--- src/mc_consts.svh ---
// size constants for the remote-memory tile array
// tile count, address field widths, data width and tag width
`ifndef MC_CONSTS_SVH
`define MC_CONSTS_SVH

// number of tiles in the row, at most 2**MC_X_FIELD_WIDTH
`define MC_NUM_TILES 4

// x coordinate at the top of the request address
`define MC_X_FIELD_WIDTH 3

// word address inside one tile
`define MC_DMEM_ADDR_WIDTH 6

// words per tile memory
`define MC_DMEM_WORDS (1 << `MC_DMEM_ADDR_WIDTH)

`define MC_DATA_WIDTH 32

// tag returned with every response
`define MC_LOAD_ID_WIDTH 4

`endif
--- src/mc_pkg.sv ---
// shared types for the remote-memory tile array
// opcodes and the host request, tile request and response packets
`default_nettype none

`include "mc_consts.svh"

package mc_pkg;

  typedef enum logic [1:0] {
    op_load   = 2'd0,
    op_store  = 2'd1,
    op_amoadd = 2'd2
  } mc_op_e;

  // x picks the tile, word indexes its memory
  typedef struct packed {
    logic [`MC_X_FIELD_WIDTH-1:0]   x;
    logic [`MC_DMEM_ADDR_WIDTH-1:0] word;
  } mc_addr_s;

  // request as it arrives from the host
  typedef struct packed {
    mc_op_e                       op;
    mc_addr_s                     addr;
    logic [`MC_DATA_WIDTH-1:0]    data;
    logic [`MC_LOAD_ID_WIDTH-1:0] load_id;
  } mc_req_s;

  // request after the x field is stripped
  typedef struct packed {
    mc_op_e                         op;
    logic [`MC_DMEM_ADDR_WIDTH-1:0] word;
    logic [`MC_DATA_WIDTH-1:0]      data;
    logic [`MC_LOAD_ID_WIDTH-1:0]   load_id;
  } mc_tile_req_s;

  typedef struct packed {
    logic [`MC_DATA_WIDTH-1:0]    data;
    logic [`MC_LOAD_ID_WIDTH-1:0] load_id;
    logic                         err;
  } mc_rsp_s;

endpackage

`default_nettype wire

--- src/link_return.sv ---
// response return path
// lines the dispatcher error up with the tile responses and merges
// the single valid source onto the registered response link
`timescale 1ns/1ps
`default_nettype none

`include "mc_consts.svh"

module link_return (
  input  wire                                    clk,
  input  wire                                    reset,
  input  wire [`MC_NUM_TILES-1:0]                tile_rsp_v_i,
  input  wire mc_pkg::mc_rsp_s [`MC_NUM_TILES-1:0] tile_rsp_i,
  input  wire                                    err_v_i,
  input  wire [`MC_LOAD_ID_WIDTH-1:0]            err_load_id_i,
  output logic                                   rsp_v_o,
  output mc_pkg::mc_rsp_s                        rsp_o
);

  logic                         err_v_r;
  logic [`MC_LOAD_ID_WIDTH-1:0] err_load_id_r;
  logic                         rsp_v_n;
  mc_pkg::mc_rsp_s              rsp_n;

  // error skips the tile stage, so hold it one cycle
  always_ff @(posedge clk) begin
    if (!reset) begin
      err_v_r <= 1'b0;
    end else begin
      err_v_r <= err_v_i;
    end
  end

  always_ff @(posedge clk) begin
    err_load_id_r <= err_load_id_i;
  end

  // at most one source valid per cycle
  always_comb begin
    rsp_v_n = err_v_r || (|tile_rsp_v_i);
    rsp_n   = '{data: '0, load_id: err_load_id_r, err: err_v_r};
    for (int t = 0; t < `MC_NUM_TILES; t++) begin
      if (tile_rsp_v_i[t]) begin
        rsp_n = tile_rsp_i[t];
      end
    end
  end

  always_ff @(posedge clk) begin
    if (!reset) begin
      rsp_v_o <= 1'b0;
    end else begin
      rsp_v_o <= rsp_v_n;
    end
  end

  always_ff @(posedge clk) begin
    if (rsp_v_n) begin
      rsp_o <= rsp_n;
    end
  end

endmodule

`default_nettype wire

--- config.mk ---
export PLATFORM = sky130hd
export DESIGN_NAME = link_return
export DESIGN_NICKNAME = d
export VERILOG_FILES = /design/src/mc_pkg.sv /design/src/link_return.sv
export VERILOG_INCLUDE_DIRS = /design/src /design/src/src
export SDC_FILE = /design/constraint.sdc
export NUM_CORES = 1
export LEC_CHECK = 0
export ABC_AREA = 1
export BUFFER_PORTS_ARGS = -buffer_cell sky130_fd_sc_hd__buf_2
export CORE_AREA = 2 2 84 126
export CTS_CLUSTER_DIAMETER = 120
export DETAILED_ROUTE_END_ITERATION = 8
export DIE_AREA = 0 0 86 128
export SLEW_MARGIN = 25
export SYNTH_ARGS = -nofsm -noshare
export SYNTH_HDL_FRONTEND = slang
export SYNTH_SLANG_ARGS = --single-unit
export TNS_END_PERCENT = 5
--- constraint.sdc ---
create_clock -name clk -period 2.9 [get_ports clk]
set_input_delay 0 -clock clk [delete_from_list [all_inputs] [get_ports clk]]
set_output_delay 0 -clock clk [all_outputs]
set_load 0.02 [all_outputs]
---- Yosys cells after proc, flatten, opt, wreduce, memory -nomap -nowiden ----
Index checks and enable logic that the tools add are counted.
word-level totals
  register bits after elaboration ......... 43
  word-level logic and storage cells ...... 12
operators by class
  muxes and demuxes ....................... 4
  reductions and logical operators ........ 2
operators by type and width
  kind                number
  two-way mux 37 bit  4
  OR reduction 4 bit  1
  logical OR 1 bit    1

---- Depth between registers and ports, before layout ----
  depth after elaboration ................. 4
  depth in mapped cells ................... 6
  mapped depth without buffers ............ 5

---- Least setup slack after synthesis ----
No wires, ideal clock.
  kind .................................... flip-flop to flip-flop
  start ................................... register err_v_r
  end ..................................... register rsp_o[0] (netlist bit) (enable)
  arrival time ............................ 1.062 ns
  data required time ...................... 2.384 ns
  setup slack ............................. 1.321 ns
  stages on the path, launching flop included .. 3
  clock period less this slack ............ 1.579 ns
  cells stage by stage .................... dfxtp_1 nor3_1 nand2_1
between the ends
  longest elaborated chain between the ends .. 1
RTL lines
  element                 line               RTL
  start, declared         link_return.sv:20  logic err_v_r;
  start signal, assigned  link_return.sv:30  err_v_r <= err_v_i;
  logical OR 1 bit        link_return.sv:40  rsp_v_n = err_v_r || (|tile_rsp_v_i);
  named net rsp_v_n       link_return.sv:22  logic rsp_v_n;
  end signal, assigned    link_return.sv:59  rsp_o <= rsp_n;
  end, declared           link_return.sv:17  output mc_pkg::mc_rsp_s rsp_o
The timed path passes the listed nets, and every way through them passes these cells.
A chain may end at the register's enable or synchronous reset.

---- Final worst setup path ----
  start ................................... input port tile_rsp_v_i[1]
  end ..................................... register rsp_o[34] (netlist bit) (enable)
between the ends
  longest elaborated chain between the ends .. 2
RTL lines
  element             line               RTL
  start, declared     link_return.sv:12  input wire [`MC_NUM_TILES-1:0] tile_rsp_v_i,
  OR reduction 4 bit  link_return.sv:40
  logical OR 1 bit    link_return.sv:40
  named net rsp_v_n   link_return.sv:22
The timed path passes the listed nets, and every way through them passes these cells.

==> flow_summary.json <==
{
  "status": "finished clean",
  "r2r-start": "err_v_r$_SDFF_PN0_",
  "finalSetupTns_ns": 0,
  "regToRegEndpoint": "rsp_o[34]$_DFFE_PP_",
  "slew_headroom_pct": 38.73,
  "first_pass_iters": 4,
  "crit_chain": "buf_2 -> nor2_2 -> nand2_2",
  "ys_ff_latch": 43,
  "p_seq_share_pct": 41.1,
  "routabilityCongestion": 0.8453,
  "final_cells": 704,
  "hold-path-endpoint": "rsp_o[0]$_DFFE_PP_",
  "grt_setup_unrepaired": "false",
  "cts_tree": "done",
  "p_leak_nw": 2.141,
  "die_x_um": 86,
  "syn_area_mm2": 0.002730,
  "drtAntennaViolNets": 0,
  "cp_slowest_cell": "nand2_2",
  "final_cell_mix": "196 x buf_2, 150 x nand2_1, 74 x nor2_1, 42 x nand3_1, 37 x edfxtp_1",
  "drt-initial-drc-count": 116,
  "yosysUniqueCellTypes": 16,
  "hp-class": "in -> reg",
  "synth_area_leaders": "edfxtp_1 41%, nand2_1 21%, nor2_1 10%, nand3_1 7.7%, a21oi_1 4.8%",
  "net-switching-power_w": 0.0005025,
  "clk_path_buf_depth": 2,
  "power_frac_comb_pct": 25.5,
  "worstPathArrival_ns": 1.60,
  "ioPinCount": 197,
  "finalHoldViolations": 0,
  "post_drt_wl_per_cell_um": 13.62,
  "post-cts-setup-buffers": 0,
  "p_int_w": 0.001327,
  "cts_made_buffers": 5,
  "dp.cells": 669,
  "dp_slack_ns": 0.8994,
  "initial_core_util_pct": 27.39,
  "fin_crit_sh_pct": 58.66,
  "slowest_delay_ns": 0.72,
  "fillers": 1025,
  "crit_type": "in -> reg",
  "r2r_cells": 2,
  "clk_pin_slew_ns": 0.06,
  "synth_seq_area_share_pct": 45.10,
  "drive_above_1_share_pct": 37.82,
  "grt_start_max_net_pins": 75,
  "nets": 745,
  "clockPowerShare_pct": 33.4,
  "final_common_cell": "buf_2",
  "root_buffer": "clkbuf_16",
  "diodes": 0,
  "htreeDepth": 2,
  "hpwl_um": 6790,
  "dieHeight_um": 128,
  "wl_um": 9586,
  "numClockSinks": 43,
  "max_freq_ghz": 0.5879,
  "min_period_ns": 1.701,
  "reg2reg_slack_ns": 1.35,
  "clk_latency_ns": 0.28,
  "grt_pass1_vias": 3192,
  "grt_overflow_total": 0,
  "hold_depth": 3,
  "area_delta_synth_final_pct": 51.28,
  "switching_share_pct": 27.47,
  "synth.top_cell.area_share_pct": 40.70,
  "tightest_slew_ns": 0.9158,
  "hp-start": "tile_rsp_i[111]",
  "io_buffers": 196,
  "power.density_mw_per_mm2": 442.9,
  "fin_ws_ns": 1.199,
  "syn-num-nets": 538,
  "route.detailed.drc": 0,
  "vias": 3259,
  "cap_violations": 0,
  "grt_pass1_wl_um": 14570,
  "cp_data_required_time_ns": 2.80,
  "clock_skew_ns": 0.005905,
  "setup_viol": 0,
  "maxSlewViolCount": 0,
  "ir_drop_v": 0.0002540,
  "yosysTopAreaCell": "edfxtp_1",
  "ys_warn_count": 0,
  "endpoint_kind": "register",
  "postSynthAreaPerCell_um2": 7.203,
  "critical_path.startpoint_type": "input port",
  "grt_util_all_layers_pct": 16.67,
  "core_mm2": 0.009966,
  "syn_inst": 379,
  "num_rows": 45,
  "worstPathMaxFanout": 39,
  "die_area_mm2": 0.01101,
  "viasPerCell": 4.629,
  "antenna_found_initial": 0
}
## per-stage QoR
stage	hold slack, ns	util [%]	cell area [µm²]	total power (W)
after global routing	0.006975	41.44	4130	0.001926
after floorplan	0.02772	-	2730	0.001015
final	0.005773	41.44	4130	0.001829
after global placement	0.1032	37.04	3691	0.001198
after detailed placement	0.1057	37.04	3691	0.001204
after CTS	0.001315	41.44	4130	0.001857
## synthesized netlist by cell type
cell	instances
nand3_1	42
dfxtp_1	6
clkbuf_1	2
inv_2	2
nand2_1	151
nor2_1	74
buf_2	9
inv_1	2
buf_1	1
edfxtp_1	37
nor2_2	1
buf_6	8
nor3_1	1
buf_4	6
a21oi_2	11
a21oi_1	26
## cell families (layout without fill, tap and decap cells)
| logic type | Yosys count | in the layout | synth area share (%) |
|---|---|---|---|
| flip-flops | 43 | 43 | 45.10 |
| AND/OR/NAND/NOR | 269 | 269 | 39.05 |
| buffers and inverters | 30 | 238 | 7.562 |
| AO/OA/AOI/OAI | 37 | 37 | 8.295 |
## state kept, by name, indices dropped and copies added, names as in the netlist
signal	cells
err_load_id_r	4
err_v_r	1
rsp_o	37
rsp_v_o	1
## power groups by stage
stage	Combinational [W]	Clock, W	Sequential (W)
3_3_place_gp	0.000433	0	0.000765
2_1_floorplan	0.000177	0	0.000838
3_5_place_dp	0.000437	0	0.000766
6_report	0.000466	0.000612	0.000752
5_1_grt	0.000513	0.000656	0.000757
4_1_cts	0.000467	0.000636	0.000754
## worst max-delay path by stage
stage	to	cells past startpoint	startpoint	slack [ns]
CTS	rsp_o[25]$_DFFE_PP_	3	tile_rsp_v_i[1]	1.20
global route	rsp_o[30]$_DFFE_PP_	3	tile_rsp_v_i[1]	1.06
global placement	rsp_o[18]$_DFFE_PP_	3	tile_rsp_v_i[1]	0.98
detailed placement	rsp_o[17]$_DFFE_PP_	3	tile_rsp_v_i[1]	0.90
finish	rsp_o[34]$_DFFE_PP_	3	tile_rsp_v_i[1]	1.20
floorplan	rsp_o[0]$_DFFE_PP_	2	err_v_r$_SDFF_PN0_	1.32
## metal layers
metal / wire length, µm / up-vias / track usage [%]
met1: 3649 / 1472 / 18.20
met3: 449 / 19 / 1.867
met5: 0 / - / 0
met2: 5217 / 128 / 31.87
li1: - / 1640 / -
met4: 269 / 0 / 6.723
## final cells by class
cell class | count | area (µm²) | area share (%)
inverters | 4 | 15.01 | 0.3635
flip-flops and latches | 43 | 1231 | 29.81
repair buffers | 226 | 1274 | 30.84
clock buffers | 7 | 163.9 | 3.968
multi-input cells | 306 | 1295 | 31.35
clock inverters | 1 | 5.005 | 0.1212
well taps | 117 | 146.4 | 3.544
## what timing repair did
item                      in CTS  in global routing
resized for setup              0                  0
hold buffers                  27                  0
hold endpoints to repair      26                  0
## worst max-delay path, delay by kind of cell
kind                   cells  cell delay (ns)
buffers and inverters      1             0.68
and+or+nand+nor            2             0.88
(Power assumes the default switching activity.)
