===== src/mc_consts.svh =====
// size constants for the remote-memory tile array
// tile count, address field widths, data width and tag width
`ifndef MC_CONSTS_SVH
`define MC_CONSTS_SVH

// number of tiles in the row, at most 2**MC_X_FIELD_WIDTH
`define MC_NUM_TILES 4

// x coordinate at the top of the request address
`define MC_X_FIELD_WIDTH 3

// word address inside one tile
`define MC_DMEM_ADDR_WIDTH 6

// words per tile memory
`define MC_DMEM_WORDS (1 << `MC_DMEM_ADDR_WIDTH)

`define MC_DATA_WIDTH 32

// tag returned with every response
`define MC_LOAD_ID_WIDTH 4

`endif

===== src/mc_pkg.sv =====
// shared types for the remote-memory tile array
// opcodes and the host request, tile request and response packets
`default_nettype none

`include "mc_consts.svh"

package mc_pkg;

  typedef enum logic [1:0] {
    op_load   = 2'd0,
    op_store  = 2'd1,
    op_amoadd = 2'd2
  } mc_op_e;

  // x picks the tile, word indexes its memory
  typedef struct packed {
    logic [`MC_X_FIELD_WIDTH-1:0]   x;
    logic [`MC_DMEM_ADDR_WIDTH-1:0] word;
  } mc_addr_s;

  // request as it arrives from the host
  typedef struct packed {
    mc_op_e                       op;
    mc_addr_s                     addr;
    logic [`MC_DATA_WIDTH-1:0]    data;
    logic [`MC_LOAD_ID_WIDTH-1:0] load_id;
  } mc_req_s;

  // request after the x field is stripped
  typedef struct packed {
    mc_op_e                         op;
    logic [`MC_DMEM_ADDR_WIDTH-1:0] word;
    logic [`MC_DATA_WIDTH-1:0]      data;
    logic [`MC_LOAD_ID_WIDTH-1:0]   load_id;
  } mc_tile_req_s;

  typedef struct packed {
    logic [`MC_DATA_WIDTH-1:0]    data;
    logic [`MC_LOAD_ID_WIDTH-1:0] load_id;
    logic                         err;
  } mc_rsp_s;

endpackage

`default_nettype wire


===== src/link_dispatch.sv =====
// request dispatcher for the tile row
// registers each host request, strips the x field and raises the valid
// of the tile it names, or flags an error when no such tile exists
`timescale 1ns/1ps
`default_nettype none

`include "mc_consts.svh"

module link_dispatch (
  input  wire                                 clk,
  input  wire                                 reset,
  input  wire                                 req_v_i,
  input  wire mc_pkg::mc_req_s                req_i,
  output logic [`MC_NUM_TILES-1:0]            tile_v_o,
  output mc_pkg::mc_tile_req_s                tile_req_o,
  output logic                                err_v_o,
  output logic [`MC_LOAD_ID_WIDTH-1:0]        err_load_id_o
);

  logic [`MC_NUM_TILES-1:0] tile_v_n;
  logic                     in_range;
  mc_pkg::mc_tile_req_s     tile_req_n;
  mc_pkg::mc_tile_req_s     tile_req_r;

  // only place the x range is tested
  assign in_range = int'(req_i.addr.x) < `MC_NUM_TILES;

  // one-hot tile select
  always_comb begin
    for (int t = 0; t < `MC_NUM_TILES; t++) begin
      tile_v_n[t] = req_v_i && (int'(req_i.addr.x) == t);
    end
  end

  assign tile_req_n = '{
    op:      req_i.op,
    word:    req_i.addr.word,
    data:    req_i.data,
    load_id: req_i.load_id
  };

  always_ff @(posedge clk) begin
    if (!reset) begin
      tile_v_o <= '0;
      err_v_o  <= 1'b0;
    end else begin
      tile_v_o <= tile_v_n;
      err_v_o  <= req_v_i && !in_range;
    end
  end

  // payload only moves with a request
  always_ff @(posedge clk) begin
    if (req_v_i) begin
      tile_req_r <= tile_req_n;
    end
  end

  assign tile_req_o    = tile_req_r;
  assign err_load_id_o = tile_req_r.load_id;

endmodule

`default_nettype wire


===== config.mk =====
export PLATFORM = sky130hd
export DESIGN_NAME = link_dispatch
export DESIGN_NICKNAME = d
export VERILOG_FILES = /design/src/mc_pkg.sv /design/src/link_dispatch.sv
export VERILOG_INCLUDE_DIRS = /design/src /design/src/src
export SDC_FILE = /design/constraint.sdc
export NUM_CORES = 1
export LEC_CHECK = 0
export BUFFER_PORTS_ARGS = -buffer_cell sky130_fd_sc_hd__buf_2
export CAP_MARGIN = 20
export CORE_ASPECT_RATIO = 0.8
export CORE_MARGIN = 3
export CORE_UTILIZATION = 43
export CTS_CLUSTER_DIAMETER = 80
export DETAILED_ROUTE_END_ITERATION = 10
export MAX_ROUTING_LAYER = met4
export PLACE_DENSITY = 0.81
export SYNTH_ARGS = -nofsm -noshare
export SYNTH_HDL_FRONTEND = slang
export SYNTH_SLANG_ARGS = --single-unit

===== constraint.sdc =====
create_clock -name clk -period 1.3 [get_ports clk]
set_clock_uncertainty 0.05 [all_clocks]
set_input_delay 0.13 -clock clk [delete_from_list [all_inputs] [get_ports clk]]
set_output_delay 0.13 -clock clk [all_outputs]
set_load 0.1 [all_outputs]

# Yosys cells after proc, flatten, opt, wreduce, memory -nomap -nowiden
# Index checks and enable logic that the tools add are counted.
totals:
  word_cells: 17
  register_bits: 49
  output_inout_bits: 53
  in_bits: 50
classes:
  eq_ne: 3
  reduce_logical: 7
  order_cmp: 1
ops:
  columns: ["operator", "n"]
  rows:
  - ["$eq A3 B3 Y1 const B", 2]
  - ["$logic_and A1 B1 Y1", 5]
  - ["$eq A3 B2 Y1 const B", 1]
  - ["$logic_not A3 Y1", 1]
  - ["$lt A3 B3 Y1 const B", 1]
  - ["$logic_not A1 Y1", 1]

# Longest topological paths before layout
# Gate-level depths: netlist of run 1.
logic_depth:
  word_depth: 3
  depth_mapped: 2
  mapped_depth_nobuf: 2

# Worst setup path after synthesis of run 1
# Ideal clock, no wire load.
synth_path:
  kind: "register to output"
  startpoint: "register tile_req_r, in the netlist err_load_id_o[0]"
  endpoint: "output tile_req_o[0] (netlist bit)"
  setup_slack_ns: -0.227
  t_required_ns: 1.120
  n_path_buf: 1
  stages_incl_launch_ff: 2
  arrival_ns: 1.347
  path_cell_list: "edfxtp_1 > buf_4"
synth_rtl:
  columns: ["element", "line_no", "text"]
  rows:
  - ["start: declaration", "link_dispatch.sv:23", "mc_pkg::mc_tile_req_s tile_req_r;"]
  - ["start signal: assignment", "link_dispatch.sv:55", "tile_req_r <= tile_req_n;"]
  - ["end: declaration", "link_dispatch.sv:15", "output mc_pkg::mc_tile_req_s tile_req_o,"]
# No word-level cell between the ends.

# Final worst setup path of run 1
layout_path:
  startpoint: "register tile_req_r, in the netlist err_load_id_o[2]"
  endpoint: "output err_load_id_o[2]"
layout_rtl:
  columns: ["element", "line_no", "text"]
  rows:
  - ["end: declaration", "link_dispatch.sv:17", "output logic [`MC_LOAD_ID_WIDTH-1:0] err_load_id_o"]
# No word-level cell between the ends.

==> flow_summary.json, run 1 <==
{
  "clock_path_buffers": 2,
  "antenna_found_initial": 0,
  "drc": 0,
  "ys_warn_count": 0,
  "hp-class": "input pin to flop",
  "slew_violations": 0,
  "die_y_um": 58.9,
  "synth.most_common_cell": "edfxtp_1",
  "synthTopCellsByArea": "edfxtp_1, dfxtp_1, buf_4",
  "arrival_ns": 1.08,
  "ys.flop_type": "edfxtp_1",
  "async_flop_share_pct": 0,
  "synth-edff-count": 44,
  "initial_utilization_pct": 46.8,
  "yosys.area.top_type": "edfxtp_1",
  "path_clk_slew_ns": 0.08,
  "netlist.area_leader.share_pct": 87.7,
  "finalNetCount": 263,
  "p_switching_mw": 1.50,
  "irDropWorstVdd_uv": 1080,
  "area_growth_syn_to_layout_pct": 73.1,
  "wirelength_mm": 4.05,
  "cts_root_buf": "clkbuf_8",
  "busiest_layer": "met2",
  "rsz0062_at_grt": "false",
  "port_buffers": 102,
  "post-route-period-util_pct": 97.2,
  "syn_nets": 111,
  "cts_tree": "built",
  "track_usage_pct": 20.9,
  "diodes": 0,
  "dr.pass1.iters": 4,
  "hpwl_mm": 2.22,
  "cp-start-kind": "flop",
  "grt_use_met1_pct": 22.5,
  "cts_max_level": 2,
  "netlist_instances": 61,
  "via_per_inst": 4.43,
  "io_pins": 103,
  "die_area_mm2": 0.00425,
  "drive_above_1_share_pct": 51.4,
  "met3_usage_pct": 7.00,
  "first_iter_violations": 54,
  "synth_area_mm2": 0.00151,
  "path_cells": "buf_2",
  "synth_commonest_cells": "edfxtp_1, dfxtp_1, buf_4, nor3_1, inv_1",
  "max_stage_delay_ns": 0.43,
  "die_width_um": 72.2,
  "final_util_pct": 81.0,
  "synth.distinct_cells": 7,
  "slew_headroom_pct": 66.6,
  "core-area_mm2": 0.00322,
  "crit_path_end_kind": "output pin",
  "crit_type": "flop to output pin",
  "crit_buf_inv": 1,
  "path_max_fanout": 2,
  "grt_max_degree": 47,
  "final_hold_viol_count": 0,
  "p_leak_nw": 1.16,
  "p_clk_share_pct": 20.9,
  "wl_per_cell_um": 15.9,
  "cts_setup_buffers": 0,
  "cts_buffers": 5,
  "fin_crit_ns": 1.26,
  "critPathTopFamily": "buffers and inverters",
  "synth_seq_area_share_pct": 94.4,
  "grt_pass1_vias": 1242,
  "power.density_mw_per_mm2": 1520,
  "p_int_mw": 2.46,
  "swShare_pct": 37.8,
  "fmax_mhz": 792,
  "power.total_mw": 3.95,
  "status": "finished, final reports clean",
  "place_congestion": 0.730,
  "globalRouteMet2Util_pct": 36.3,
  "p_comb_share_pct": 31.6,
  "required_ns": 1.12,
  "synth_seq_cells": 49,
  "drtAntennaViolNets": 0,
  "crit_slowest_cell": "buf_2",
  "syn_avg_cell_area_um2": 24.7,
  "rows": 18,
  "setup_viol": 0,
  "worst_pin_slew_ns": 0.505,
  "maxCapViolCount": 0,
  "cts_sinks": 49,
  "grt_pass1_wl_mm": 6.16,
  "grt-ovfl-total": 0,
  "vias": 1124,
  "seqPwrFrac_pct": 47.4,
  "tns_ns": 0
}
## metrics by stage
step | hold slack, ns | cells | setup WS (ns) | instance area [µm²]
after floorplan | 0.157 | 61 | -0.106 | 1560
after global placement | 0.256 | 200 | 0.379 | 2060
after detailed placement | 0.258 | 200 | 0.361 | 2060
after CTS | 0.0530 | 254 | 0.0396 | 2600
after global routing | 0.0579 | 254 | 0.00258 | 2610
final | 0.0605 | 254 | 0.0367 | 2610
## sequential cells by signal, indices dropped and copies added, names as in the netlist
name           count
tile_req_o        40
err_load_id_o      4
tile_v_o           4
err_v_o            1
## power groups by stage
stage | Clock [mW] | Sequential [mW] | Combinational [mW]
6_report | 0.828 | 1.88 | 1.25
5_1_grt | 0.916 | 1.89 | 1.29
4_1_cts | 0.838 | 1.87 | 1.24
3_5_place_dp | 0 | 1.91 | 1.13
3_3_place_gp | 0 | 1.90 | 1.13
2_1_floorplan | 0 | 2.74 | 0.119
## repair_timing
item	CTS	global route
setup endpoints to repair	0	4
hold buffers	46	0
endpoints found under the hold margin	47	0
resized for setup	0	4
## cell type report
| type | count | area (µm²) |
|---|---|---|
| fill | 175 | 613 |
| clock buffer | 8 | 80.1 |
| tap | 40 | 50.0 |
| inverter | 2 | 7.51 |
| sequential | 49 | 1420 |
| timing repair buffer | 149 | 1000 |
| multi-input combinational | 6 | 47.5 |
## cells in the final DEF, fill, tap and decap left out
cell / instances
buf_2: 98
dlygate4sd3_1: 46
edfxtp_1: 44
clkbuf_8: 5
dfxtp_1: 5
nor3_1: 4
clkbuf_4: 4
clkbuf_1: 3
inv_1: 2
nand3b_4: 1
and3_2: 1
buf_12: 1
## metal layers
metal	wire, µm	vias to the layer above
met2	2070	74
met4	46	0
met1	1490	512
li1	-	534
met3	439	4
met5	0	-
## worst paths after layout
path / startpoint / cells past startpoint / slack, ns / end
setup / recovery: err_load_id_o[2] / 1 / 0.04 / err_load_id_o[2]
hold / removal: req_i[44] / 2 / 0.06 / err_v_o
## logic make-up (layout without fill, tap and decap cells)
group                  Yosys count  in the layout  synth area share [%]
flip-flops                      49             49                  94.4
AND/OR/NAND/NOR                  6              6                  3.16
buffers and inverters            6            159                  2.49
Power figures use the tool's default switching activity.
==> run 2, diff against run 1 <==
- CORE_UTILIZATION: 43 -> 45
- CTS_BUF_LIST: default -> sky130_fd_sc_hd__clkbuf_4 sky130_fd_sc_hd__clkbuf_8
- CTS_CLUSTER_DIAMETER: 80 -> default
- PLACE_DENSITY: 0.81 -> 0.84
==> run 2 against run 1 <==
  * Sequential power about the same
  * Die area decreased by 4.0%
  * Final cell count grew 0.39%
  * Clock-buffer cell count is the same
  * Final area rose by 0.53%
  * Worst hold slack gained 0.014 ns
  * Critical endpoint is now tile_req_o[2]
==> flow_summary.json, run 2 (same netlist as run 1, synthesis figures left out) <==
{
  "layout_commonest_cell": "buf_2",
  "rsz0062_at_grt": "true",
  "cts_setup_buffers": 0,
  "crit_slowest_cell": "buf_2",
  "cts_root_buf": "clkbuf_8",
  "crit_path_end_kind": "output pin",
  "path_max_fanout": 2,
  "post-route-period-util_pct": 97.3,
  "tns_ns": 0,
  "die_area_mm2": 0.00408,
  "first_iter_violations": 50,
  "antenna_found_initial": 0,
  "irDropWorstVdd_uv": 1120,
  "path_clk_slew_ns": 0.08,
  "p_leak_nw": 1.17,
  "slew_headroom_pct": 66.9,
  "grt_pass1_vias": 1280,
  "area_growth_syn_to_layout_pct": 74.0,
  "drive_above_1_share_pct": 53.0,
  "dr.pass1.iters": 4,
  "crit_buf_inv": 1,
  "status": "finished, final reports clean",
  "stdcell_count": 255,
  "setup_viol": 0,
  "die_width_um": 70.7,
  "required_ns": 1.12,
  "finalNetCount": 264,
  "drtAntennaViolNets": 0,
  "final_hold_viol_count": 0,
  "largest_reg_flops": 40,
  "cts_sinks": 49,
  "via_per_inst": 4.41,
  "max_stage_delay_ns": 0.43,
  "worst_pin_slew_ns": 0.500,
  "place_congestion": 0.747,
  "fin_crit_ns": 1.26,
  "maxCapViolCount": 0,
  "hp-class": "input pin to flop",
  "hpwl_mm": 2.37,
  "arrival_ns": 1.08,
  "port_buffers": 102,
  "cts_buffers": 5,
  "initial_utilization_pct": 47.8,
  "vias": 1124,
  "critPathTopFamily": "buffers and inverters",
  "wl_per_cell_um": 15.4,
  "crit_type": "flop to output pin",
  "path_cells": "buf_2",
  "clock_path_buffers": 2,
  "core-area_mm2": 0.00315,
  "fmax_mhz": 791,
  "cp-start-kind": "flop",
  "diodes": 0,
  "slew_violations": 0,
  "grt_pass1_wl_mm": 6.10,
  "grt-ovfl-total": 0,
  "met3_usage_pct": 8.49,
  "grt_max_degree": 38,
  "die_y_um": 57.8,
  "final_cell_mix": "buf_2, dlygate4sd3_1, edfxtp_1",
  "wirelength_mm": 3.92,
  "place_inst": 201,
  "cts_max_level": 2,
  "globalRouteMet2Util_pct": 35.3,
  "track_usage_pct": 21.3,
  "io_pins": 103,
  "rows": 18,
  "drc": 0,
  "grt_use_met1_pct": 22.5,
  "power.density_mw_per_mm2": 1530,
  "cts_tree": "built",
  "busiest_layer": "met2"
}
-- run 2: through the flow --
| stage | setup slack [ns] | total power, mW | instance area, µm² | hold WS, ns | util [%] |
|---|---|---|---|---|---|
| finish | 0.0351 | 4.01 | 2620 | 0.0745 | 83.1 |
| global route | -0.00751 | 4.14 | 2620 | 0.0609 | 83.1 |
| CTS | 0.0255 | 4.03 | 2620 | 0.0386 | 83.0 |
| detailed placement | 0.358 | 3.04 | 2060 | 0.258 | 65.5 |
| global placement | 0.379 | 3.03 | 2060 | 0.256 | 65.5 |
| floorplan | -0.106 | 2.86 | 1560 | 0.157 | - |
-- run 2: final cells by class --
type	instances	area, µm²
clock buffers	8	91.3
fillers	173	532
inverters	2	7.51
multi-input cells	6	47.5
flip-flops and latches	49	1420
well taps	40	50.0
repair buffers	150	1000
-- run 2: worst paths after layout --
path / cells past startpoint / slack (ns) / endpoint / startpoint
max: 1 / 0.04 / tile_req_o[2] / err_load_id_o[2]
min: 2 / 0.07 / err_v_o / req_i[44]
-- run 2: metal layers --
metal  share of wire (%)  up-vias
met5                   0        -
met4                 1.9        0
met3                  10        8
met2                  49       76
met1                  39      506
li1                    -      534
-- run 2: what timing repair did --
| item | in CTS | in global routing |
|---|---|---|
| hold buffers | 46 | 0 |
| gates resized for setup | 0 | 2 |
| hold endpoints to repair | 47 | 0 |
| endpoints found under the setup margin | 0 | 4 |
-- run 2: report_power, final --
| group | switching [mW] | internal [mW] |
|---|---|---|
| clock | 0.444 | 0.445 |
| combinational | 1.02 | 0.234 |
| sequential | 0.0300 | 1.84 |
