File: src/mc_consts.svh
// size constants for the remote-memory tile array
// tile count, address field widths, data width and tag width
`ifndef MC_CONSTS_SVH
`define MC_CONSTS_SVH

// number of tiles in the row, at most 2**MC_X_FIELD_WIDTH
`define MC_NUM_TILES 4

// x coordinate at the top of the request address
`define MC_X_FIELD_WIDTH 3

// word address inside one tile
`define MC_DMEM_ADDR_WIDTH 6

// words per tile memory
`define MC_DMEM_WORDS (1 << `MC_DMEM_ADDR_WIDTH)

`define MC_DATA_WIDTH 32

// tag returned with every response
`define MC_LOAD_ID_WIDTH 4

`endif
File: src/mc_pkg.sv
// shared types for the remote-memory tile array
// opcodes and the host request, tile request and response packets
`default_nettype none

`include "mc_consts.svh"

package mc_pkg;

  typedef enum logic [1:0] {
    op_load   = 2'd0,
    op_store  = 2'd1,
    op_amoadd = 2'd2
  } mc_op_e;

  // x picks the tile, word indexes its memory
  typedef struct packed {
    logic [`MC_X_FIELD_WIDTH-1:0]   x;
    logic [`MC_DMEM_ADDR_WIDTH-1:0] word;
  } mc_addr_s;

  // request as it arrives from the host
  typedef struct packed {
    mc_op_e                       op;
    mc_addr_s                     addr;
    logic [`MC_DATA_WIDTH-1:0]    data;
    logic [`MC_LOAD_ID_WIDTH-1:0] load_id;
  } mc_req_s;

  // request after the x field is stripped
  typedef struct packed {
    mc_op_e                         op;
    logic [`MC_DMEM_ADDR_WIDTH-1:0] word;
    logic [`MC_DATA_WIDTH-1:0]      data;
    logic [`MC_LOAD_ID_WIDTH-1:0]   load_id;
  } mc_tile_req_s;

  typedef struct packed {
    logic [`MC_DATA_WIDTH-1:0]    data;
    logic [`MC_LOAD_ID_WIDTH-1:0] load_id;
    logic                         err;
  } mc_rsp_s;

endpackage

`default_nettype wire

File: src/tile_dmem.sv
// tile data memory
// executes load, store and atomic add on a word-addressed memory and
// registers the response on the same edge as the access
`timescale 1ns/1ps
`default_nettype none

`include "mc_consts.svh"

module tile_dmem (
  input  wire                        clk,
  input  wire                        reset,
  input  wire                        v_i,
  input  wire mc_pkg::mc_tile_req_s  req_i,
  output logic                       rsp_v_o,
  output mc_pkg::mc_rsp_s            rsp_o
);

  logic [`MC_DATA_WIDTH-1:0] mem [`MC_DMEM_WORDS];
  logic [`MC_DATA_WIDTH-1:0] old_word;
  logic [`MC_DATA_WIDTH-1:0] new_word;
  logic                      wr_en;

  assign old_word = mem[req_i.word];

  always_comb begin
    case (req_i.op)
      mc_pkg::op_store: begin
        wr_en    = 1'b1;
        new_word = req_i.data;
      end
      mc_pkg::op_amoadd: begin
        wr_en    = 1'b1;
        // wraps modulo 2**32
        new_word = old_word + req_i.data;
      end
      default: begin
        wr_en    = 1'b0;
        new_word = old_word;
      end
    endcase
  end

  // read-modify-write in one edge
  always_ff @(posedge clk) begin
    if (v_i && wr_en) begin
      mem[req_i.word] <= new_word;
    end
  end

  always_ff @(posedge clk) begin
    if (!reset) begin
      rsp_v_o <= 1'b0;
    end else begin
      rsp_v_o <= v_i;
    end
  end

  // stores answer with zero, others with the old word
  always_ff @(posedge clk) begin
    if (v_i) begin
      rsp_o.data    <= (req_i.op == mc_pkg::op_store) ? '0 : old_word;
      rsp_o.load_id <= req_i.load_id;
      rsp_o.err     <= 1'b0;
    end
  end

endmodule

`default_nettype wire

File: config.mk
export PLATFORM = sky130hd
export DESIGN_NAME = tile_dmem
export DESIGN_NICKNAME = d
export VERILOG_FILES = /design/src/mc_pkg.sv /design/src/tile_dmem.sv
export VERILOG_INCLUDE_DIRS = /design/src /design/src/src
export SDC_FILE = /design/constraint.sdc
export NUM_CORES = 2
export LEC_CHECK = 0
export BUFFER_PORTS_ARGS = -buffer_cell sky130_fd_sc_hd__clkbuf_2
export CORE_ASPECT_RATIO = 1.4
export CORE_UTILIZATION = 55
export CTS_CLUSTER_DIAMETER = 200
export DETAILED_ROUTE_END_ITERATION = 8
export GPL_TIMING_DRIVEN = 1
export HOLD_SLACK_MARGIN = 0.03
export PLACE_DENSITY = 0.74
export SLEW_MARGIN = 10
export SYNTH_ARGS = -nofsm -noshare
export SYNTH_HDL_FRONTEND = slang
export SYNTH_SLANG_ARGS = --single-unit
export TNS_END_PERCENT = 20
File: constraint.sdc
create_clock -name clk -period 8.6 [get_ports clk]
set_clock_uncertainty 0.1 [all_clocks]
set_input_delay 0.86 -clock clk [delete_from_list [all_inputs] [get_ports clk]]
set_output_delay 0.86 -clock clk [all_outputs]
set_load 0.01 [all_outputs]
; After elaboration in Yosys (flattened, before gate mapping)
; Memories as Yosys holds them, arrays and structs flattened.
; Cells that the tools add are included.
[totals]
reg_bits = 37
mem_bits_rw = 2048
out_inout_bits = 38
n_memories = 1
[op_classes]
add_sub_neg = 1
n_eq_ne = 2
muxes = 4
reduce_logical = 2
[memory_table]
columns = memory, depth, width, read_ports, rd_ports_with_merged_regs, wr, line_no
row1 = mem, 64, 32, 1, 0, 1, tile_dmem.sv:18  ; logic [`MC_DATA_WIDTH-1:0] mem [`MC_DMEM_WORDS];
[op_table]
columns = cell, n
row1 = one-hot mux 32 bit (2 select lines), 1
row2 = adder 32 bit, 1
row3 = two-way mux 1 bit, 3
row4 = == test 2 x 1 -> 1 bit (second input constant), 1
row5 = == test 2 bit (second input constant), 1
row6 = OR reduction 2 bit, 1
row7 = logical AND 1 bit, 1

; Depth between registers and ports, before layout
[logic_depth]
word_depth = 6
depth_mapped = 22
depth_no_buf = 18

; Worst setup path before layout
; OpenSTA, ideal clock, no wires.
[synth_path]
path_kind = input-to-reg
startpoint = input port req_i[36] in the netlist's numbering
endpoint = memory mem[0][30] in the netlist's numbering (data pin)
setup_ns = 0.701
arrival_time_ns = 7.083
path_slack_ns = 0.715
cell_stages = 21
path_cell_list = nor3_1 -> buf_2 -> buf_2 -> buf_2 -> buf_2 -> a22oi_1 -> a41oi_1 -> a21oi_1 -> and3_1 -> inv_1 -> ha_1 -> inv_1 -> fa_1 -> nor2b_1 -> o21a_1 -> o21ai_0 -> a211o_1 -> a2111oi_0 -> nor3_1 -> mux2i_1 -> o21ai_0
[synth_via]
elab_chain_cells = 3
[synth_rtl]
columns = item, line_no
row1 = start: declaration, tile_dmem.sv:13  ; input wire mc_pkg::mc_tile_req_s req_i,
row2 = memory read (64 x 32 bit), -
row3 = net old_word[0], tile_dmem.sv:19  ; logic [`MC_DATA_WIDTH-1:0] old_word;
row4 = adder 32 bit, tile_dmem.sv:34  ; new_word = old_word + req_i.data;
row5 = one-hot mux 32 bit (2 select lines), tile_dmem.sv:26  ; case (req_i.op)
row6 = net new_word[30], tile_dmem.sv:20  ; logic [`MC_DATA_WIDTH-1:0] new_word;
row7 = end: declaration, tile_dmem.sv:18
; The timed path passes the listed nets, and every way through them passes these cells.

; Worst setup path in the final report
[layout_path]
startpoint = input port req_i[36] in the netlist's numbering
endpoint = memory mem[10][31] in the netlist's numbering (data pin)
; The elaborated chain is that of the path after synthesis.

==> flow_results.org <==
** Run status
- The run finished with clean final reports.

** Detailed routing
- Average vias per placed instance :: 7.26
- Count of vias placed by the detailed router :: 46.4k
- The count of nets left with antenna violations once routing finished came out at 0.
- First-pass DRT Iterations :: 6
- After detailed routing, the average wire length per cell comes to 35.4 um.
- Final Routed Wirelength :: 226 mm
- The detailed router finished its first iteration with 7801 violations.
- Remaining design rule violation count :: 0

** STA
- The worst path meets setup with 1.48 ns of slack.
- Timing would allow up to 0.140 GHz.
- Endpoints failing setup :: 0
- Actual slew at the worst max-slew pin :: 1.29 ns
- In the finished design, the share of the clock period the worst path needs comes to 0.828.
- Final count of pins violating max slew :: 0
- Setup repair after global routing left no endpoint under its margin.
- Max-slew headroom at the worst pin :: 0.141
- Count of endpoints failing hold in the final timing report :: 0
- For the final routed database, the setup TNS stands at 0 ns.
- The worst path in the final design needs a cycle of 7.12 ns, including I/O delays and setup.

** CTS
- Once the clock tree was built, the resizer swapped 0 gates to a different size.
- After clock tree synthesis, the flow added hold-fix buffers numbering 0.
- Number of buffers created by CTS :: 170
- Number of buffers on the longest clock path :: 3
- The clock reaches the later pin of the worst-skew pair after 0.80 ns.
- The cell sitting at the root of the clock tree is a sky130_fd_sc_hd__clkbuf_16.
- For this design, the sink count on the clock tree is 2085.
- Setup repair bufs after CTS :: 0
- Clock-pin slew was measured on the worst setup and hold paths at 0.07 ns.
- The clock tree synthesis step divided the H-tree into 4 levels.
- Clock tree from TritonCTS :: done

** GRT
- Wire length of the first global-routing pass :: 318 mm
- met2 is the most crowded layer.
- Entering global routing, the biggest net connects 81 pins.
- GRT overflow :: 0
- For met1 alone, demand over resource in global routing was 0.405.
- Global-route usage over all layers :: 0.315
- Number of global-route vias before repair :: 44.4k
- Initial antenna violation count :: 12
- Met3 Use GR :: 0.0715
- In the global route stage, met2 resource usage came out at 0.510.

** Critical path
- For this design, the slowest cell found on the critical path is sky130_fd_sc_hd__or3b_2.
- The critical path is of the input port to flip-flop type.
- For this run, the slowest stage of the critical path takes 0.99 ns.
- The signal on the critical path passes through clkbuf_2 -> and3b_4 -> buf_4 -> a22o_1 -> a221oi_1 -> a31oi_1 -> nor4_1 -> and3_1 -> inv_1 -> ha_1 -> a211oi_1 -> o21ai_0 -> o211ai_1 -> a211oi_1 -> or4_1 -> a211oi_1 -> or3b_2.
- Crit Reg-Reg Startpoint :: mem[56][10]
- At the worst endpoint, the required time is 8.90 ns.
- Counting cells, the worst reg-to-reg path comes to 13.
- In this run the critical register-to-register path is captured at mem[10][31].
- The worst register-to-register path has a setup slack of 2.22 ns.
- Critical path endpoint category :: flip-flop
- Crit start category :: input port
- Buffer and inverter count on the worst path :: 3
- Cell with the most instances on the worst path :: sky130_fd_sc_hd__a211oi_1
- Data arrives at the worst endpoint at 7.42 ns.
- Critical path peak fanout :: 64
- The kind of cell with the highest combined delay along the critical path is simple AND/OR/NAND/NOR gates.

** Final layout
- Filler-free cell count of the finished design :: 6384
- In the final layout, flip-flops and latches occupy 0.0626 mm2.
- Final layout net count :: 4526
- From synthesis to final layout, the design area changed by 12.1%.
- Multi-input gate area in the final layout :: 0.0142 mm2
- After routing the design area is 0.0868 mm2.
- The filler cells instantiated in the layout total 9244.
- Ratio of cells with drive above 1 in the final layout :: 0.141

** Yosys
- Number of cells produced by synthesis :: 4258
- Avg Synthesized Cell Area :: 18.2 um2
- Summing every instance area after synthesis gives 0.0774 mm2.
- Yosys synthesis warning count :: 0
- Count of state elements after synthesis :: 2085
- Sequential element share of the synthesized area :: 0.808
- Synthesized net count :: 4339
- For this run, the leading register cell type out of synthesis is sky130_fd_sc_hd__edfxtp_1.
- Post-synth EDFFs :: 2084
- Synthesis instantiated 67 different standard cells from the library.
- For this run, asynchronously set or reset flops after synthesis account for 0.

** Floorplan
- Die footprint :: 0.142 mm2
- Row count :: 162
- Width of the die :: 319 um
- Measured along the y axis, the die boundary spans 446 um.
- The region available for standard cell placement spans 0.139 mm2.
- Count of pins on the block boundary :: 85
- Initial core utilization :: 0.555

** Power
- In this run the static leakage power is 26.4 nW.
- Power density over cell area :: 239 mW/mm2
- Maximum VDD drop :: 178 uV

** Worst hold path
- Hold worst-path end :: rsp_o[4]
- Worst Hold Path Cells :: 1
- The path class of the tightest hold or removal check is input port to flip-flop.
- The startpoint identified for the worst hold timing path is req_i[3].

** Place
- Number of input and output port buffers inserted :: 83
- Routability-driven placement finished with a final weighted congestion of 0.931.
- Placed wire-length estimate :: 129 mm
- Post-Place Cells :: 6077
- Worst Setup Slack post-DPL :: 1.09 ns
- Cell Area, Placed :: 0.0816 mm2

** Job
- Number of maximum-capacitance constraint violations :: 0
-- state kept, by name, summed over array words and instances (netlist names) --
name	count
mem	2048
rsp_o	36
rsp_v_o	1
-- kinds of logic (layout without fill, tap and decap cells) --
kind of cell | Yosys count | after routing | share of synthesized area
xor+xnor | 15 | 15 | 0.00170
flops | 2085 | 2085 | 0.808
fa+ha+maj | 34 | 34 | 0.00559
other cells | 1 | 4 | 0.0000484
buf+inv | 314 | 633 | 0.0186
compound gates | 1437 | 1437 | 0.140
mux | 3 | 3 | 0.000404
simple gates | 369 | 369 | 0.0257
-- per-layer routing --
metal	vias up	wire, um
met5	-	80
met2	4108	107000
met1	23100	75000
li1	18500	-
met3	734	30900
met4	14	12800
-- per-stage QoR --
step                utilization  total power, mW  hold slack, ns
finish                    0.623             20.8           0.150
global route              0.623             21.2           0.123
CTS                       0.622             20.7           0.114
detailed placement        0.585             13.5           0.702
global placement          0.585             13.5           0.672
floorplan                     -             12.8           0.611
-- cell usage after synthesis (10+ instances only) --
cell	number	area (um2)
sky130_fd_sc_hd__inv_1	33	124
sky130_fd_sc_hd__a211oi_1	11	82.6
sky130_fd_sc_hd__a41oi_1	132	1160
sky130_fd_sc_hd__buf_4	13	97.6
sky130_fd_sc_hd__a21o_1	10	75.1
sky130_fd_sc_hd__a21oi_1	82	410
sky130_fd_sc_hd__a22oi_1	905	6790
sky130_fd_sc_hd__buf_2	143	716
sky130_fd_sc_hd__a221oi_1	74	648
sky130_fd_sc_hd__nand3_1	24	120
sky130_fd_sc_hd__ha_1	33	413
sky130_fd_sc_hd__xnor2_1	10	87.6
sky130_fd_sc_hd__nand4_1	63	394
sky130_fd_sc_hd__and2_1	11	68.8
sky130_fd_sc_hd__o21ai_0	36	180
sky130_fd_sc_hd__buf_1	18	67.6
sky130_fd_sc_hd__nor3_1	13	65.1
sky130_fd_sc_hd__nand2_1	43	161
sky130_fd_sc_hd__nor4_1	26	163
sky130_fd_sc_hd__a22o_1	78	683
sky130_fd_sc_hd__edfxtp_1	2084	62600
sky130_fd_sc_hd__or4_1	14	105
sky130_fd_sc_hd__a31oi_1	69	432
sky130_fd_sc_hd__and3_1	17	106
sky130_fd_sc_hd__nor2b_1	11	68.8
sky130_fd_sc_hd__nor2_1	110	413
sky130_fd_sc_hd__clkbuf_1	101	379
-- worst max path at each step --
stage               startpoint          end  depth (start not counted)
finish               req_i[36]  mem[10][31]                         17
global placement     req_i[36]  mem[14][31]                         17
global route         req_i[36]  mem[48][31]                         17
detailed placement   req_i[36]   mem[9][31]                         17
CTS                  req_i[36]  mem[13][31]                         17
floorplan            req_i[36]   mem[0][30]                         21
-- layout make-up --
class | instances | share of cell area
inverter | 34 | 0.00147
clock inverter | 93 | 0.00824
sequential | 2085 | 0.721
antenna | 3 | 0.0000865
multi-input combinational | 1859 | 0.164
clock buffer | 211 | 0.0520
timing repair buffer | 295 | 0.0270
tap | 1804 | 0.0260
-- cells in the final DEF (no fill, tap or decap), types with 8 or more instances in the layout --
cell	count
sky130_fd_sc_hd__a211oi_1	11
sky130_fd_sc_hd__a221oi_1	74
sky130_fd_sc_hd__nand3_1	22
sky130_fd_sc_hd__and3_1	16
sky130_fd_sc_hd__nor4_1	24
sky130_fd_sc_hd__a21oi_4	14
sky130_fd_sc_hd__nor2_4	64
sky130_fd_sc_hd__inv_1	33
sky130_fd_sc_hd__or4_1	14
sky130_fd_sc_hd__nor2_1	45
sky130_fd_sc_hd__xnor2_1	10
sky130_fd_sc_hd__nand2_1	42
sky130_fd_sc_hd__clkinv_2	21
sky130_fd_sc_hd__nor2b_1	11
sky130_fd_sc_hd__bufinv_16	9
sky130_fd_sc_hd__clkbuf_16	175
sky130_fd_sc_hd__clkbuf_2	83
sky130_fd_sc_hd__buf_4	185
sky130_fd_sc_hd__a22o_1	78
sky130_fd_sc_hd__ha_1	31
sky130_fd_sc_hd__o21ai_4	9
sky130_fd_sc_hd__a22oi_1	904
sky130_fd_sc_hd__buf_12	27
sky130_fd_sc_hd__a21o_1	10
sky130_fd_sc_hd__clkbuf_1	36
sky130_fd_sc_hd__nor3_1	11
sky130_fd_sc_hd__a41oi_1	132
sky130_fd_sc_hd__and2_1	11
sky130_fd_sc_hd__a21oi_1	68
sky130_fd_sc_hd__edfxtp_1	2084
sky130_fd_sc_hd__nand4_1	63
sky130_fd_sc_hd__clkinv_1	48
sky130_fd_sc_hd__o21ai_0	28
sky130_fd_sc_hd__o21a_1	8
sky130_fd_sc_hd__a31oi_1	69
sky130_fd_sc_hd__nor4_2	8
-- worst register-to-register path: stages, from the launching register on --
cell and delay, ns:
sky130_fd_sc_hd__edfxtp_1 0.38, sky130_fd_sc_hd__a22oi_1 0.22, sky130_fd_sc_hd__a41oi_1 0.46, sky130_fd_sc_hd__nor4_1 0.90, sky130_fd_sc_hd__and3_1 0.50, sky130_fd_sc_hd__inv_1 0.09
sky130_fd_sc_hd__ha_1 0.37, sky130_fd_sc_hd__a211oi_1 0.24, sky130_fd_sc_hd__o21ai_0 0.17, sky130_fd_sc_hd__o211ai_1 0.51, sky130_fd_sc_hd__a211oi_1 0.19, sky130_fd_sc_hd__or4_1 0.51
sky130_fd_sc_hd__a211oi_1 0.29, sky130_fd_sc_hd__or3b_2 0.99
-- where the power goes --
part           internal, mW  switching [mW]  total, mW
combinational         0.393            1.26       1.65
sequential             11.7          0.0146       11.7
clock                  4.00            3.44       7.43
total                  16.1            4.71       20.8
(Power assumes the default switching activity.)
